**config.mk**
```make
export PLATFORM = sky130hd
export DESIGN_NAME = pisa_stall_pipe
export DESIGN_NICKNAME = d
export VERILOG_FILES = /design/src/source/isa_pkg.sv /design/src/source/pipe_pkg.sv /design/src/source/stage_if.sv /design/src/source/fetch_unit.sv /design/src/source/decode_unit.sv /design/src/source/reg_file.sv /design/src/source/execute_unit.sv /design/src/source/writeback_unit.sv /design/src/source/pisa_stall_pipe.sv
export SDC_FILE = /design/constraint.sdc
export NUM_CORES = 2
export LEC_CHECK = 0
export ABC_AREA = 1
export BUFFER_PORTS_ARGS = -buffer_cell sky130_fd_sc_hd__buf_2
export CAP_MARGIN = 20
export CELL_PAD_IN_SITES_DETAIL_PLACEMENT = 0
export CELL_PAD_IN_SITES_GLOBAL_PLACEMENT = 1
export CORE_AREA = 3 3 390 392
export DETAILED_ROUTE_END_ITERATION = 10
export DIE_AREA = 0 0 393 395
export PLACE_DENSITY = 0.76
export REMOVE_ABC_BUFFERS = 1
export SETUP_SLACK_MARGIN = 0.02
export SYNTH_ARGS = -nofsm -noshare
export SYNTH_HDL_FRONTEND = slang
export SYNTH_SLANG_ARGS = --single-unit
```
**constraint.sdc**
```tcl
create_clock -name clk -period 10.2 [get_ports clk]
set_input_delay 0.51 -clock clk [delete_from_list [all_inputs] [get_ports clk]]
set_output_delay 0.51 -clock clk [all_outputs]
set_load 0.01 [all_outputs]
```
**src/source/isa_pkg.sv**
```systemverilog
// Reduced PISA instruction set
// Word and register types, opcode and function codes, field positions

package isa_pkg;

  // ------------------------------
  // Types
  // ------------------------------

  typedef logic [31:0] word_t;      // Data or instruction word
  typedef logic [4:0]  reg_addr_t;  // Register specifier
  typedef logic [5:0]  opcode_t;
  typedef logic [5:0]  funct_t;
  typedef logic [15:0] imm_t;       // I-type immediate

  // ------------------------------
  // Field positions
  // ------------------------------

  localparam int OPCODE_LSB = 26;
  localparam int RS_LSB     = 21;
  localparam int RT_LSB     = 16;
  localparam int RD_LSB     = 11;
  localparam int FUNCT_LSB  = 0;
  localparam int IMM_LSB    = 0;

  // ------------------------------
  // Major opcodes
  // ------------------------------

  localparam opcode_t OP_SPECIAL = 6'd0;   // Register-register group
  localparam opcode_t OP_BNE     = 6'd5;
  localparam opcode_t OP_ADDIU   = 6'd9;
  localparam opcode_t OP_COP0    = 6'd16;  // MFC0 and MTC0

  // Function codes under OP_SPECIAL
  localparam funct_t FN_ADDU = 6'h21;
  localparam funct_t FN_SUBU = 6'h23;
  localparam funct_t FN_AND  = 6'h24;
  localparam funct_t FN_OR   = 6'h25;

  // Sub-op in the rs field of OP_COP0
  localparam reg_addr_t COP0_MF = 5'd0;
  localparam reg_addr_t COP0_MT = 5'd4;

endpackage

```
**src/source/pipe_pkg.sv**
```systemverilog
// Pipeline-internal types
// ALU function select and fetch FSM states

package pipe_pkg;

  // ------------------------------
  // ALU functions
  // ------------------------------

  typedef enum logic [2:0] {
    ALU_ADD,
    ALU_SUB,
    ALU_AND,
    ALU_OR,
    ALU_PASS_B   // Result is operand b unchanged
  } alu_fn_t;

  // ------------------------------
  // Fetch FSM
  // ------------------------------

  typedef enum logic [1:0] {
    FETCH_IDLE,  // No request outstanding
    FETCH_WAIT,  // Request outstanding, response wanted
    FETCH_DROP   // Request outstanding, response to be discarded
  } fetch_state_t;

endpackage

```
**src/source/stage_if.sv**
```systemverilog
// Inter-stage interfaces of the pipeline
// Each carries a val/rdy handshake and the payload of one instruction

`timescale 1ns/1ns

interface fd_if;
  logic        val, rdy;
  logic [31:0] inst;
  logic [31:0] pc;    // Address of inst

  modport fetch_side  (output val, inst, pc, input rdy);
  modport decode_side (input val, inst, pc, output rdy);
endinterface

interface dx_if;
  logic                val, rdy;
  pipe_pkg::alu_fn_t   alu_fn;
  logic [31:0]         op_a, op_b;
  logic [4:0]          waddr;
  logic                wen;
  logic                is_bne;
  logic [31:0]         br_target;
  logic                to_mngr;  // Result goes to the manager output

  modport decode_side  (output val, alu_fn, op_a, op_b, waddr, wen, is_bne, br_target,
                        to_mngr, input rdy);
  modport execute_side (input val, alu_fn, op_a, op_b, waddr, wen, is_bne, br_target,
                        to_mngr, output rdy);
endinterface

interface xw_if;
  logic        val, rdy;
  logic [31:0] result;
  logic [4:0]  waddr;
  logic        wen, to_mngr;

  modport execute_side   (output val, result, waddr, wen, to_mngr, input rdy);
  modport writeback_side (input val, result, waddr, wen, to_mngr, output rdy);
  modport monitor        (input val, waddr, wen);  // Hazard check in decode
endinterface

```
**src/source/fetch_unit.sv**
```systemverilog
// Fetch stage
// Issues one instruction-memory request at a time and buffers the response

`timescale 1ns/1ns

module fetch_unit #(
  parameter isa_pkg::word_t RESET_PC = '0
) (
  input  logic           clk,
  input  logic           reset,
  output logic           imem_req_val,
  input  logic           imem_req_rdy,
  output isa_pkg::word_t imem_req_addr,
  input  logic           imem_resp_val,
  output logic           imem_resp_rdy,
  input  isa_pkg::word_t imem_resp_data,
  input  logic           redirect,
  input  isa_pkg::word_t redirect_pc,
  fd_if.fetch_side       fd
);

  pipe_pkg::fetch_state_t state;
  isa_pkg::word_t         pc;         // Address of the request being issued or in flight
  logic                   fd_room;
  logic                   req_fire;
  logic                   resp_fire;
  logic                   keep_resp;  // Response goes into the fd register

  assign fd_room       = !fd.val || fd.rdy;
  assign imem_req_val  = !reset && (state == pipe_pkg::FETCH_IDLE) && fd_room;
  assign imem_req_addr = pc;
  assign req_fire      = imem_req_val && imem_req_rdy;

  always_comb begin
    case (state)
      pipe_pkg::FETCH_WAIT: imem_resp_rdy = fd_room;
      pipe_pkg::FETCH_DROP: imem_resp_rdy = 1'b1;  // Stale response is always taken
      default:              imem_resp_rdy = 1'b0;
    endcase
  end

  assign resp_fire = imem_resp_val && imem_resp_rdy;
  assign keep_resp = resp_fire && (state == pipe_pkg::FETCH_WAIT) && !redirect;

  always_ff @(posedge clk) begin
    if (reset) begin
      state  <= pipe_pkg::FETCH_IDLE;
      pc     <= RESET_PC;
      fd.val <= 1'b0;
    end else begin
      case (state)
        pipe_pkg::FETCH_IDLE: if (req_fire) state <= redirect ? pipe_pkg::FETCH_DROP
                                                              : pipe_pkg::FETCH_WAIT;
        pipe_pkg::FETCH_WAIT: begin
          if (resp_fire)     state <= pipe_pkg::FETCH_IDLE;  // Discarded if redirect
          else if (redirect) state <= pipe_pkg::FETCH_DROP;
        end
        pipe_pkg::FETCH_DROP: if (resp_fire) state <= pipe_pkg::FETCH_IDLE;
        default:              state <= pipe_pkg::FETCH_IDLE;
      endcase

      if (redirect)       pc <= redirect_pc;
      else if (keep_resp) pc <= pc + 32'd4;

      // Squash on a taken branch
      if (redirect)       fd.val <= 1'b0;
      else if (keep_resp) fd.val <= 1'b1;
      else if (fd.rdy)    fd.val <= 1'b0;
    end
  end

  always_ff @(posedge clk) begin
    if (keep_resp) begin
      fd.inst <= imem_resp_data;
      fd.pc   <= pc;
    end
  end

endmodule

```
**src/source/decode_unit.sv**
```systemverilog
// Decode stage
// Control table, operand read, hazard and manager-input stalls, dx register

`timescale 1ns/1ns

module decode_unit (
  input  logic              clk,
  input  logic              reset,
  fd_if.decode_side         fd,
  dx_if.decode_side         dx,
  xw_if.monitor             xw_mon,
  input  logic              redirect,
  output isa_pkg::reg_addr_t rs_addr,
  output isa_pkg::reg_addr_t rt_addr,
  input  isa_pkg::word_t    rs_data,
  input  isa_pkg::word_t    rt_data,
  input  logic              from_mngr_val,
  output logic              from_mngr_rdy,
  input  isa_pkg::word_t    from_mngr_data
);

  // Operand b sources
  localparam logic [1:0] B_RT   = 2'd0;
  localparam logic [1:0] B_IMM  = 2'd1;
  localparam logic [1:0] B_MNGR = 2'd2;

  isa_pkg::opcode_t   opcode;
  isa_pkg::funct_t    funct;
  isa_pkg::reg_addr_t rd;
  isa_pkg::imm_t      imm;
  isa_pkg::word_t     sext_imm;

  pipe_pkg::alu_fn_t  alu_fn_d;
  logic [1:0]         b_sel;
  logic               rs_en, rt_en;
  logic               wen_d, is_bne_d, to_mngr_d, mfc0_d;
  isa_pkg::reg_addr_t waddr_d;
  isa_pkg::word_t     op_b_d;

  logic hazard, mngr_stall, dx_free, load_dx;

  // Reg-file writer still in flight for this source
  function automatic logic pending(isa_pkg::reg_addr_t src, logic val, logic wen,
                                   isa_pkg::reg_addr_t waddr);
    return val && wen && (waddr != '0) && (waddr == src);
  endfunction

  // ------------------------------
  // Fields
  // ------------------------------

  assign opcode   = fd.inst[isa_pkg::OPCODE_LSB +: $bits(isa_pkg::opcode_t)];
  assign funct    = fd.inst[isa_pkg::FUNCT_LSB +: $bits(isa_pkg::funct_t)];
  assign rs_addr  = fd.inst[isa_pkg::RS_LSB +: $bits(isa_pkg::reg_addr_t)];
  assign rt_addr  = fd.inst[isa_pkg::RT_LSB +: $bits(isa_pkg::reg_addr_t)];
  assign rd       = fd.inst[isa_pkg::RD_LSB +: $bits(isa_pkg::reg_addr_t)];
  assign imm      = fd.inst[isa_pkg::IMM_LSB +: $bits(isa_pkg::imm_t)];
  assign sext_imm = {{16{imm[15]}}, imm};

  // ------------------------------
  // Control table
  // ------------------------------

  always_comb begin
    alu_fn_d  = pipe_pkg::ALU_ADD;
    b_sel     = B_RT;
    rs_en     = 1'b0;
    rt_en     = 1'b0;
    wen_d     = 1'b0;
    waddr_d   = rd;
    is_bne_d  = 1'b0;
    to_mngr_d = 1'b0;
    mfc0_d    = 1'b0;
    case (opcode)
      isa_pkg::OP_SPECIAL: begin
        rs_en = 1'b1;
        rt_en = 1'b1;
        wen_d = 1'b1;
        case (funct)
          isa_pkg::FN_ADDU: alu_fn_d = pipe_pkg::ALU_ADD;
          isa_pkg::FN_SUBU: alu_fn_d = pipe_pkg::ALU_SUB;
          isa_pkg::FN_AND:  alu_fn_d = pipe_pkg::ALU_AND;
          isa_pkg::FN_OR:   alu_fn_d = pipe_pkg::ALU_OR;
          default: begin   // NOP and unsupported functions retire silently
            rs_en = 1'b0;
            rt_en = 1'b0;
            wen_d = 1'b0;
          end
        endcase
      end
      isa_pkg::OP_ADDIU: begin
        rs_en   = 1'b1;
        b_sel   = B_IMM;
        wen_d   = 1'b1;
        waddr_d = rt_addr;
      end
      isa_pkg::OP_BNE: begin
        rs_en    = 1'b1;
        rt_en    = 1'b1;
        alu_fn_d = pipe_pkg::ALU_SUB;
        is_bne_d = 1'b1;
      end
      isa_pkg::OP_COP0: begin
        alu_fn_d = pipe_pkg::ALU_PASS_B;
        if (rs_addr == isa_pkg::COP0_MF) begin
          b_sel   = B_MNGR;
          wen_d   = 1'b1;
          waddr_d = rt_addr;
          mfc0_d  = 1'b1;
        end else if (rs_addr == isa_pkg::COP0_MT) begin
          rt_en     = 1'b1;
          to_mngr_d = 1'b1;
        end
      end
      default: ;  // Invalid encodings pass down with no effect
    endcase
  end

  always_comb begin
    case (b_sel)
      B_IMM:   op_b_d = sext_imm;
      B_MNGR:  op_b_d = from_mngr_data;
      default: op_b_d = rt_data;
    endcase
  end

  // ------------------------------
  // Stalls and handshake
  // ------------------------------

  assign hazard = (rs_en && (pending(rs_addr, dx.val, dx.wen, dx.waddr) ||
                             pending(rs_addr, xw_mon.val, xw_mon.wen, xw_mon.waddr))) ||
                  (rt_en && (pending(rt_addr, dx.val, dx.wen, dx.waddr) ||
                             pending(rt_addr, xw_mon.val, xw_mon.wen, xw_mon.waddr)));

  assign mngr_stall    = mfc0_d && !from_mngr_val;
  assign dx_free       = !dx.val || dx.rdy;
  assign fd.rdy        = dx_free && !hazard && !mngr_stall;
  assign load_dx       = fd.val && fd.rdy && !redirect;  // Squashed on a taken branch
  assign from_mngr_rdy = load_dx && mfc0_d;

  always_ff @(posedge clk) begin
    if (reset)        dx.val <= 1'b0;
    else if (load_dx) dx.val <= 1'b1;
    else if (dx.rdy)  dx.val <= 1'b0;
  end

  always_ff @(posedge clk) begin
    if (load_dx) begin
      dx.alu_fn    <= alu_fn_d;
      dx.op_a      <= rs_data;
      dx.op_b      <= op_b_d;
      dx.waddr     <= waddr_d;
      dx.wen       <= wen_d;
      dx.is_bne    <= is_bne_d;
      dx.br_target <= fd.pc + 32'd4 + {sext_imm[29:0], 2'b00};
      dx.to_mngr   <= to_mngr_d;
    end
  end

endmodule

```
**src/source/reg_file.sv**
```systemverilog
// Register file
// 32 words, two combinational reads, one clocked write, r0 reads zero

`timescale 1ns/1ns

module reg_file (
  input  logic               clk,
  input  isa_pkg::reg_addr_t rs_addr,
  input  isa_pkg::reg_addr_t rt_addr,
  output isa_pkg::word_t     rs_data,
  output isa_pkg::word_t     rt_data,
  input  logic               wen,
  input  isa_pkg::reg_addr_t waddr,
  input  isa_pkg::word_t     wdata
);

  isa_pkg::word_t regs [32];

  always_ff @(posedge clk) begin
    if (wen && (waddr != '0)) regs[waddr] <= wdata;
  end

  assign rs_data = (rs_addr == '0) ? '0 : regs[rs_addr];
  assign rt_data = (rt_addr == '0) ? '0 : regs[rt_addr];

endmodule

```
**src/source/execute_unit.sv**
```systemverilog
// Execute stage
// ALU, BNE resolution with redirect, xw register

`timescale 1ns/1ns

module execute_unit (
  input  logic           clk,
  input  logic           reset,
  dx_if.execute_side     dx,
  xw_if.execute_side     xw,
  output logic           redirect,
  output isa_pkg::word_t redirect_pc
);

  logic           fire;
  logic           taken;
  isa_pkg::word_t alu_out;

  assign dx.rdy = !xw.val || xw.rdy;
  assign fire   = dx.val && dx.rdy;

  // ------------------------------
  // ALU
  // ------------------------------

  always_comb begin
    case (dx.alu_fn)
      pipe_pkg::ALU_ADD: alu_out = dx.op_a + dx.op_b;  // Wraps at 32 bits
      pipe_pkg::ALU_SUB: alu_out = dx.op_a - dx.op_b;
      pipe_pkg::ALU_AND: alu_out = dx.op_a & dx.op_b;
      pipe_pkg::ALU_OR:  alu_out = dx.op_a | dx.op_b;
      default:           alu_out = dx.op_b;
    endcase
  end

  // Branch resolves while the BNE leaves dx
  assign taken       = dx.is_bne && (dx.op_a != dx.op_b);
  assign redirect    = fire && taken;
  assign redirect_pc = dx.br_target;

  always_ff @(posedge clk) begin
    if (reset)       xw.val <= 1'b0;
    else if (fire)   xw.val <= 1'b1;
    else if (xw.rdy) xw.val <= 1'b0;
  end

  always_ff @(posedge clk) begin
    if (fire) begin
      xw.result  <= alu_out;
      xw.waddr   <= dx.waddr;
      xw.wen     <= dx.wen;
      xw.to_mngr <= dx.to_mngr;
    end
  end

endmodule

```
**src/source/writeback_unit.sv**
```systemverilog
// Writeback stage
// Register-file write or manager output, holds xw while the manager refuses

`timescale 1ns/1ns

module writeback_unit (
  xw_if.writeback_side        xw,
  output logic               rf_wen,
  output isa_pkg::reg_addr_t rf_waddr,
  output isa_pkg::word_t     rf_wdata,
  output logic               to_mngr_val,
  input  logic               to_mngr_rdy,
  output isa_pkg::word_t     to_mngr_data
);

  logic fire;

  // Only an MTC0 can be held back
  assign xw.rdy = !xw.to_mngr || to_mngr_rdy;
  assign fire   = xw.val && xw.rdy;

  // ------------------------------
  // Register file
  // ------------------------------

  assign rf_wen   = fire && xw.wen;
  assign rf_waddr = xw.waddr;
  assign rf_wdata = xw.result;

  // ------------------------------
  // Manager output
  // ------------------------------

  assign to_mngr_val  = xw.val && xw.to_mngr;
  assign to_mngr_data = xw.result;

endmodule

```
**src/source/pisa_stall_pipe.sv**
```systemverilog
// Four-stage stall-only PISA pipeline
// Fetch, decode, execute and writeback with val/rdy streams at the ports

`timescale 1ns/1ns

module pisa_stall_pipe #(
  parameter isa_pkg::word_t RESET_PC = '0
) (
  input  logic           clk,
  input  logic           reset,
  output logic           imem_req_val,
  input  logic           imem_req_rdy,
  output isa_pkg::word_t imem_req_addr,
  input  logic           imem_resp_val,
  output logic           imem_resp_rdy,
  input  isa_pkg::word_t imem_resp_data,
  input  logic           from_mngr_val,
  output logic           from_mngr_rdy,
  input  isa_pkg::word_t from_mngr_data,
  output logic           to_mngr_val,
  input  logic           to_mngr_rdy,
  output isa_pkg::word_t to_mngr_data
);

  fd_if fd ();
  dx_if dx ();
  xw_if xw ();

  logic               redirect;
  isa_pkg::word_t     redirect_pc;
  logic               rf_wen;
  isa_pkg::reg_addr_t rf_waddr;
  isa_pkg::word_t     rf_wdata;
  isa_pkg::reg_addr_t rs_addr, rt_addr;
  isa_pkg::word_t     rs_data, rt_data;

  // ------------------------------
  // Input side
  // ------------------------------

  fetch_unit #(.RESET_PC(RESET_PC)) fetch_unit_i (
    .clk, .reset,
    .imem_req_val, .imem_req_rdy, .imem_req_addr,
    .imem_resp_val, .imem_resp_rdy, .imem_resp_data,
    .redirect, .redirect_pc,
    .fd (fd.fetch_side)
  );

  // ------------------------------
  // Processing
  // ------------------------------

  decode_unit decode_unit_i (
    .clk, .reset,
    .fd (fd.decode_side), .dx (dx.decode_side), .xw_mon (xw.monitor),
    .redirect,
    .rs_addr, .rt_addr, .rs_data, .rt_data,
    .from_mngr_val, .from_mngr_rdy, .from_mngr_data
  );

  reg_file reg_file_i (
    .clk, .rs_addr, .rt_addr, .rs_data, .rt_data,
    .wen (rf_wen), .waddr (rf_waddr), .wdata (rf_wdata)
  );

  execute_unit execute_unit_i (
    .clk, .reset,
    .dx (dx.execute_side), .xw (xw.execute_side),
    .redirect, .redirect_pc
  );

  // Output side
  writeback_unit writeback_unit_i (
    .xw (xw.writeback_side),
    .rf_wen, .rf_waddr, .rf_wdata,
    .to_mngr_val, .to_mngr_rdy, .to_mngr_data
  );

endmodule

```
==> flow_summary.yaml <==
sta:
  min_period_ns: 5.60
  finalHoldViolations: 0
  finalCritPeriodShare_pct: 54.9
  drv_slew: 0
  rsz0062_at_grt: "no"
  tightest_slew_ns: 1.07
  fmax_ghz: 0.179
  fin_tns_setup_ns: 0
  whs_ns: 0.120
  maxSlewHeadroom_pct: 28.4
  skew_ns: 0.0229
  setup_violations: 0
  worst_slack_ns: 4.60
die:
  boundaryPins: 138
  die_h_um: 395
  start_util_pct: 44.8
  dieArea_mm2: 0.155
  fp.dieW_um: 393
  core_area_mm2: 0.149
  num_rows: 142
placed_design:
  place_worst_setup_slack_ns: 4.89
  placed_area_mm2: 0.0693
  port_buffers: 137
  gp_congestion: 0.957
  dp_hpwl_mm: 136
  dp_cells: 8842
clocking:
  clk_latency_ns: 0.79
  root_buffer: "clkbuf_16"
  cts_buffers: 144
  cts_buffer_depth: 3
  clkTransAtPathRegs_ns: 0.06
  clock-sinks: 1276
  cts_tree: "yes"
  cts_resized: 0
  cts_setup_buffers: 0
  cts_max_level: 4
  hold_buffers: 32
pwr:
  vdd_drop_max_uv: 120
  p_leak_nw: 26.5
  power.density_mw_per_mm2: 157
worst_setup_path:
  crit_family: "buffers and inverters"
  path_class: "reg -> out"
  crit_buf_inv: 6
  crit_chain: "buf_4 > buf_4 > inv_2 > nand2_1 > nand2_1 > nand2_1 > nor2_1 > nand3_1 > nand2_1 > nand2_1 > nand3_2 > nor3_4 > buf_4 > inv_1 > nor2_1 > buf_2"
  cp.required_ns: 9.69
  worstPathArrival_ns: 5.09
  critPathCaptureType: "output port"
  crit_path_top_delay_cell: "buf_4"
  critPathMaxStageDelay_ns: 0.76
  worst-path-max-fanout: 42
  critPathLaunchType: "register"
  cpMostUsedCell: "nand2_1"
grt:
  grt_usage_pct: 29.7
  first_global_vias: 52094
  grt_max_degree: 224
  grt_pass1_wl_mm: 345
  antenna_found_initial: 1
  overflow: 0
status:
  status: "finished clean"
worst_hold_path:
  hp-class: "in -> reg"
yosys:
  synth_ff_type: "edfxtp_1"
  ys_warn_count: 0
  synth-async-reset-ratio_pct: 0
  synth_edf_count: 1234
  synthCells: 7117
  netlist_top_cells_area: "edfxtp_1 55%, o21ai_0 13%, a21oi_1 5.4%, nor2_1 5.2%, inv_1 3.0%"
  yosysTopAreaCell: "edfxtp_1"
  synth_area_mm2: 0.0668
  avgSynthCellArea_um2: 9.39
  synth.top_cell.area_share_pct: 55.5
  yosysMostFrequentCell: "o21ai_0"
  yosysSeqAreaShare_pct: 56.7
  synth_seq_cells: 1276
  synth_commonest_cells: "1767 x o21ai_0, 1234 x edfxtp_1, 922 x nor2_1"
  ys_types: 61
detailed_routing:
  wl_per_cell_um: 25.8
  wl_mm: 236
  num_vias: 55658
  dr.pass1.iters: 6
  drc_errors: 0
  drt_first_iter_violations: 6994
  ant_nets: 0
  routed_via_density: 6.09
layout:
  drive_above_1_share_pct: 7.99
  final_area_mm2: 0.0743
  area_growth_pct: 11.2
  nets: 7310
  fin_cells: 9145
run:
  drv_cap: 0
[metal layers]
layer	share of wire (%)	global-route usage, %	routed length (um)
met5	0	0	0
met4	4.1	12.1	9640
met3	9.6	5.70	22700
met2	45	45.5	107000
met1	41	41.6	97300
[worst reg2reg max path: stages (launching register included)]
cell      delay (ns)
edfxtp_1        0.34
buf_4           0.63
buf_4           0.80
inv_2           0.60
nand2_1         0.20
nand2_1         0.07
nand2_1         0.06
nor2_1          0.04
nand3_1         0.07
nand2_1         0.07
nand2_1         0.07
nand3_2         0.12
nand2_1         0.13
nand2_1         0.09
nand2_2         0.09
nand4_4         0.43
nor2_4          0.49
buf_4           0.70
[path summary, 6_finish.rpt]
path	depth (start not counted)	slack [ns]	start	endpoint
worst max-delay path	16	4.60	fetch_unit_i.fd.inst[24]	from_mngr_rdy
worst min-delay path	4	0.12	to_mngr_rdy	execute_unit_i.xw.val
worst min register to register	0	0.42	fetch_unit_i.fd.pc[0]	decode_unit_i.dx.br_target[0]
worst max register to register	17	4.75	fetch_unit_i.fd.inst[24]	fetch_unit_i.fd.inst[18]
[cells in the final DEF (no fill, tap or decap), types with 9 or more instances in the layout]
| cell type | n |
|---|---|
| a21boi_0 | 12 |
| a32o_1 | 12 |
| o211ai_1 | 70 |
| a21o_1 | 9 |
| nand4_1 | 42 |
| dlygate4sd3_1 | 32 |
| inv_1 | 526 |
| or2_2 | 15 |
| nor2_4 | 35 |
| xor2_1 | 46 |
| xnor2_1 | 24 |
| clkbuf_1 | 31 |
| nand2_1 | 529 |
| o22ai_1 | 44 |
| bufinv_16 | 12 |
| a211oi_1 | 20 |
| o221a_2 | 21 |
| clkbuf_16 | 148 |
| edfxtp_1 | 1234 |
| o2111ai_1 | 16 |
| o21ai_1 | 44 |
| nand3_1 | 154 |
| dfxtp_1 | 37 |
| clkinv_1 | 39 |
| clkinv_2 | 19 |
| a31oi_1 | 14 |
| o221ai_1 | 31 |
| nor2_1 | 889 |
| buf_4 | 112 |
| ha_1 | 156 |
| nor3_1 | 30 |
| nor4_1 | 11 |
| conb_1 | 32 |
| buf_12 | 13 |
| a21oi_1 | 722 |
| buf_2 | 137 |
| o21ai_0 | 1767 |
[logic make-up (layout without fill, tap and decap cells)]
kind of cell | Yosys count | after routing | synth area share (%)
AO/OA/AOI/OAI | 2825 | 2825 | 22.5
XOR/XNOR | 70 | 70 | 0.918
adder cells (fa/ha/maj) | 161 | 161 | 3.05
buffers and inverters | 1049 | 1098 | 6.24
flip-flops | 1276 | 1276 | 56.7
other | 1 | 36 | 0.00561
AND/OR/NAND/NOR | 1735 | 1735 | 10.6
[state kept, by name (all words and copies together), names as in the netlist, named ones only]
name                        cells
decode_unit_i.dx.wen            1
decode_unit_i.dx.op_b          32
execute_unit_i.xw.result       32
fetch_unit_i.fd.pc             32
reg_file_i.regs              1024
decode_unit_i.dx.br_target     32
decode_unit_i.dx.val            1
decode_unit_i.dx.is_bne         1
fetch_unit_i.imem_req_addr     32
fetch_unit_i.fd.inst           32
decode_unit_i.dx.waddr          5
fetch_unit_i.state              2
decode_unit_i.dx.alu_fn         3
execute_unit_i.xw.to_mngr       1
execute_unit_i.xw.waddr         5
execute_unit_i.xw.val           1
execute_unit_i.xw.wen           1
decode_unit_i.dx.to_mngr        1
fetch_unit_i.fd.val             1
decode_unit_i.dx.op_a          32
[per-stage QoR]
| step | power (mW) | util (%) |
|---|---|---|
| finish | 11.7 | 49.8 |
| global route | 12.0 | 49.8 |
| CTS | 11.8 | 49.7 |
| detailed placement | 6.63 | 46.4 |
| global placement | 6.63 | 46.4 |
| floorplan | 6.39 | - |
[cell type report]
type / count / area [um2]
Antenna cell: 4 / 10.0
Clock buffer: 179 / 3820
Clock inverter: 85 / 788
Fill cell: 13700 / 75000
Inverter: 538 / 2050
Multi-Input combinational cell: 4823 / 25100
Sequential cell: 1276 / 37900
Tap cell: 1944 / 2430
Timing Repair Buffer: 296 / 2160
[power breakdown]
group          leakage (nW)  internal, mW  switching, mW
Clock                  2.24          2.97           2.18
Combinational          12.7         0.231          0.573
Sequential             11.5          5.71         0.0368
Total                  26.5          8.91           2.79
(Power assumes the default switching activity.)
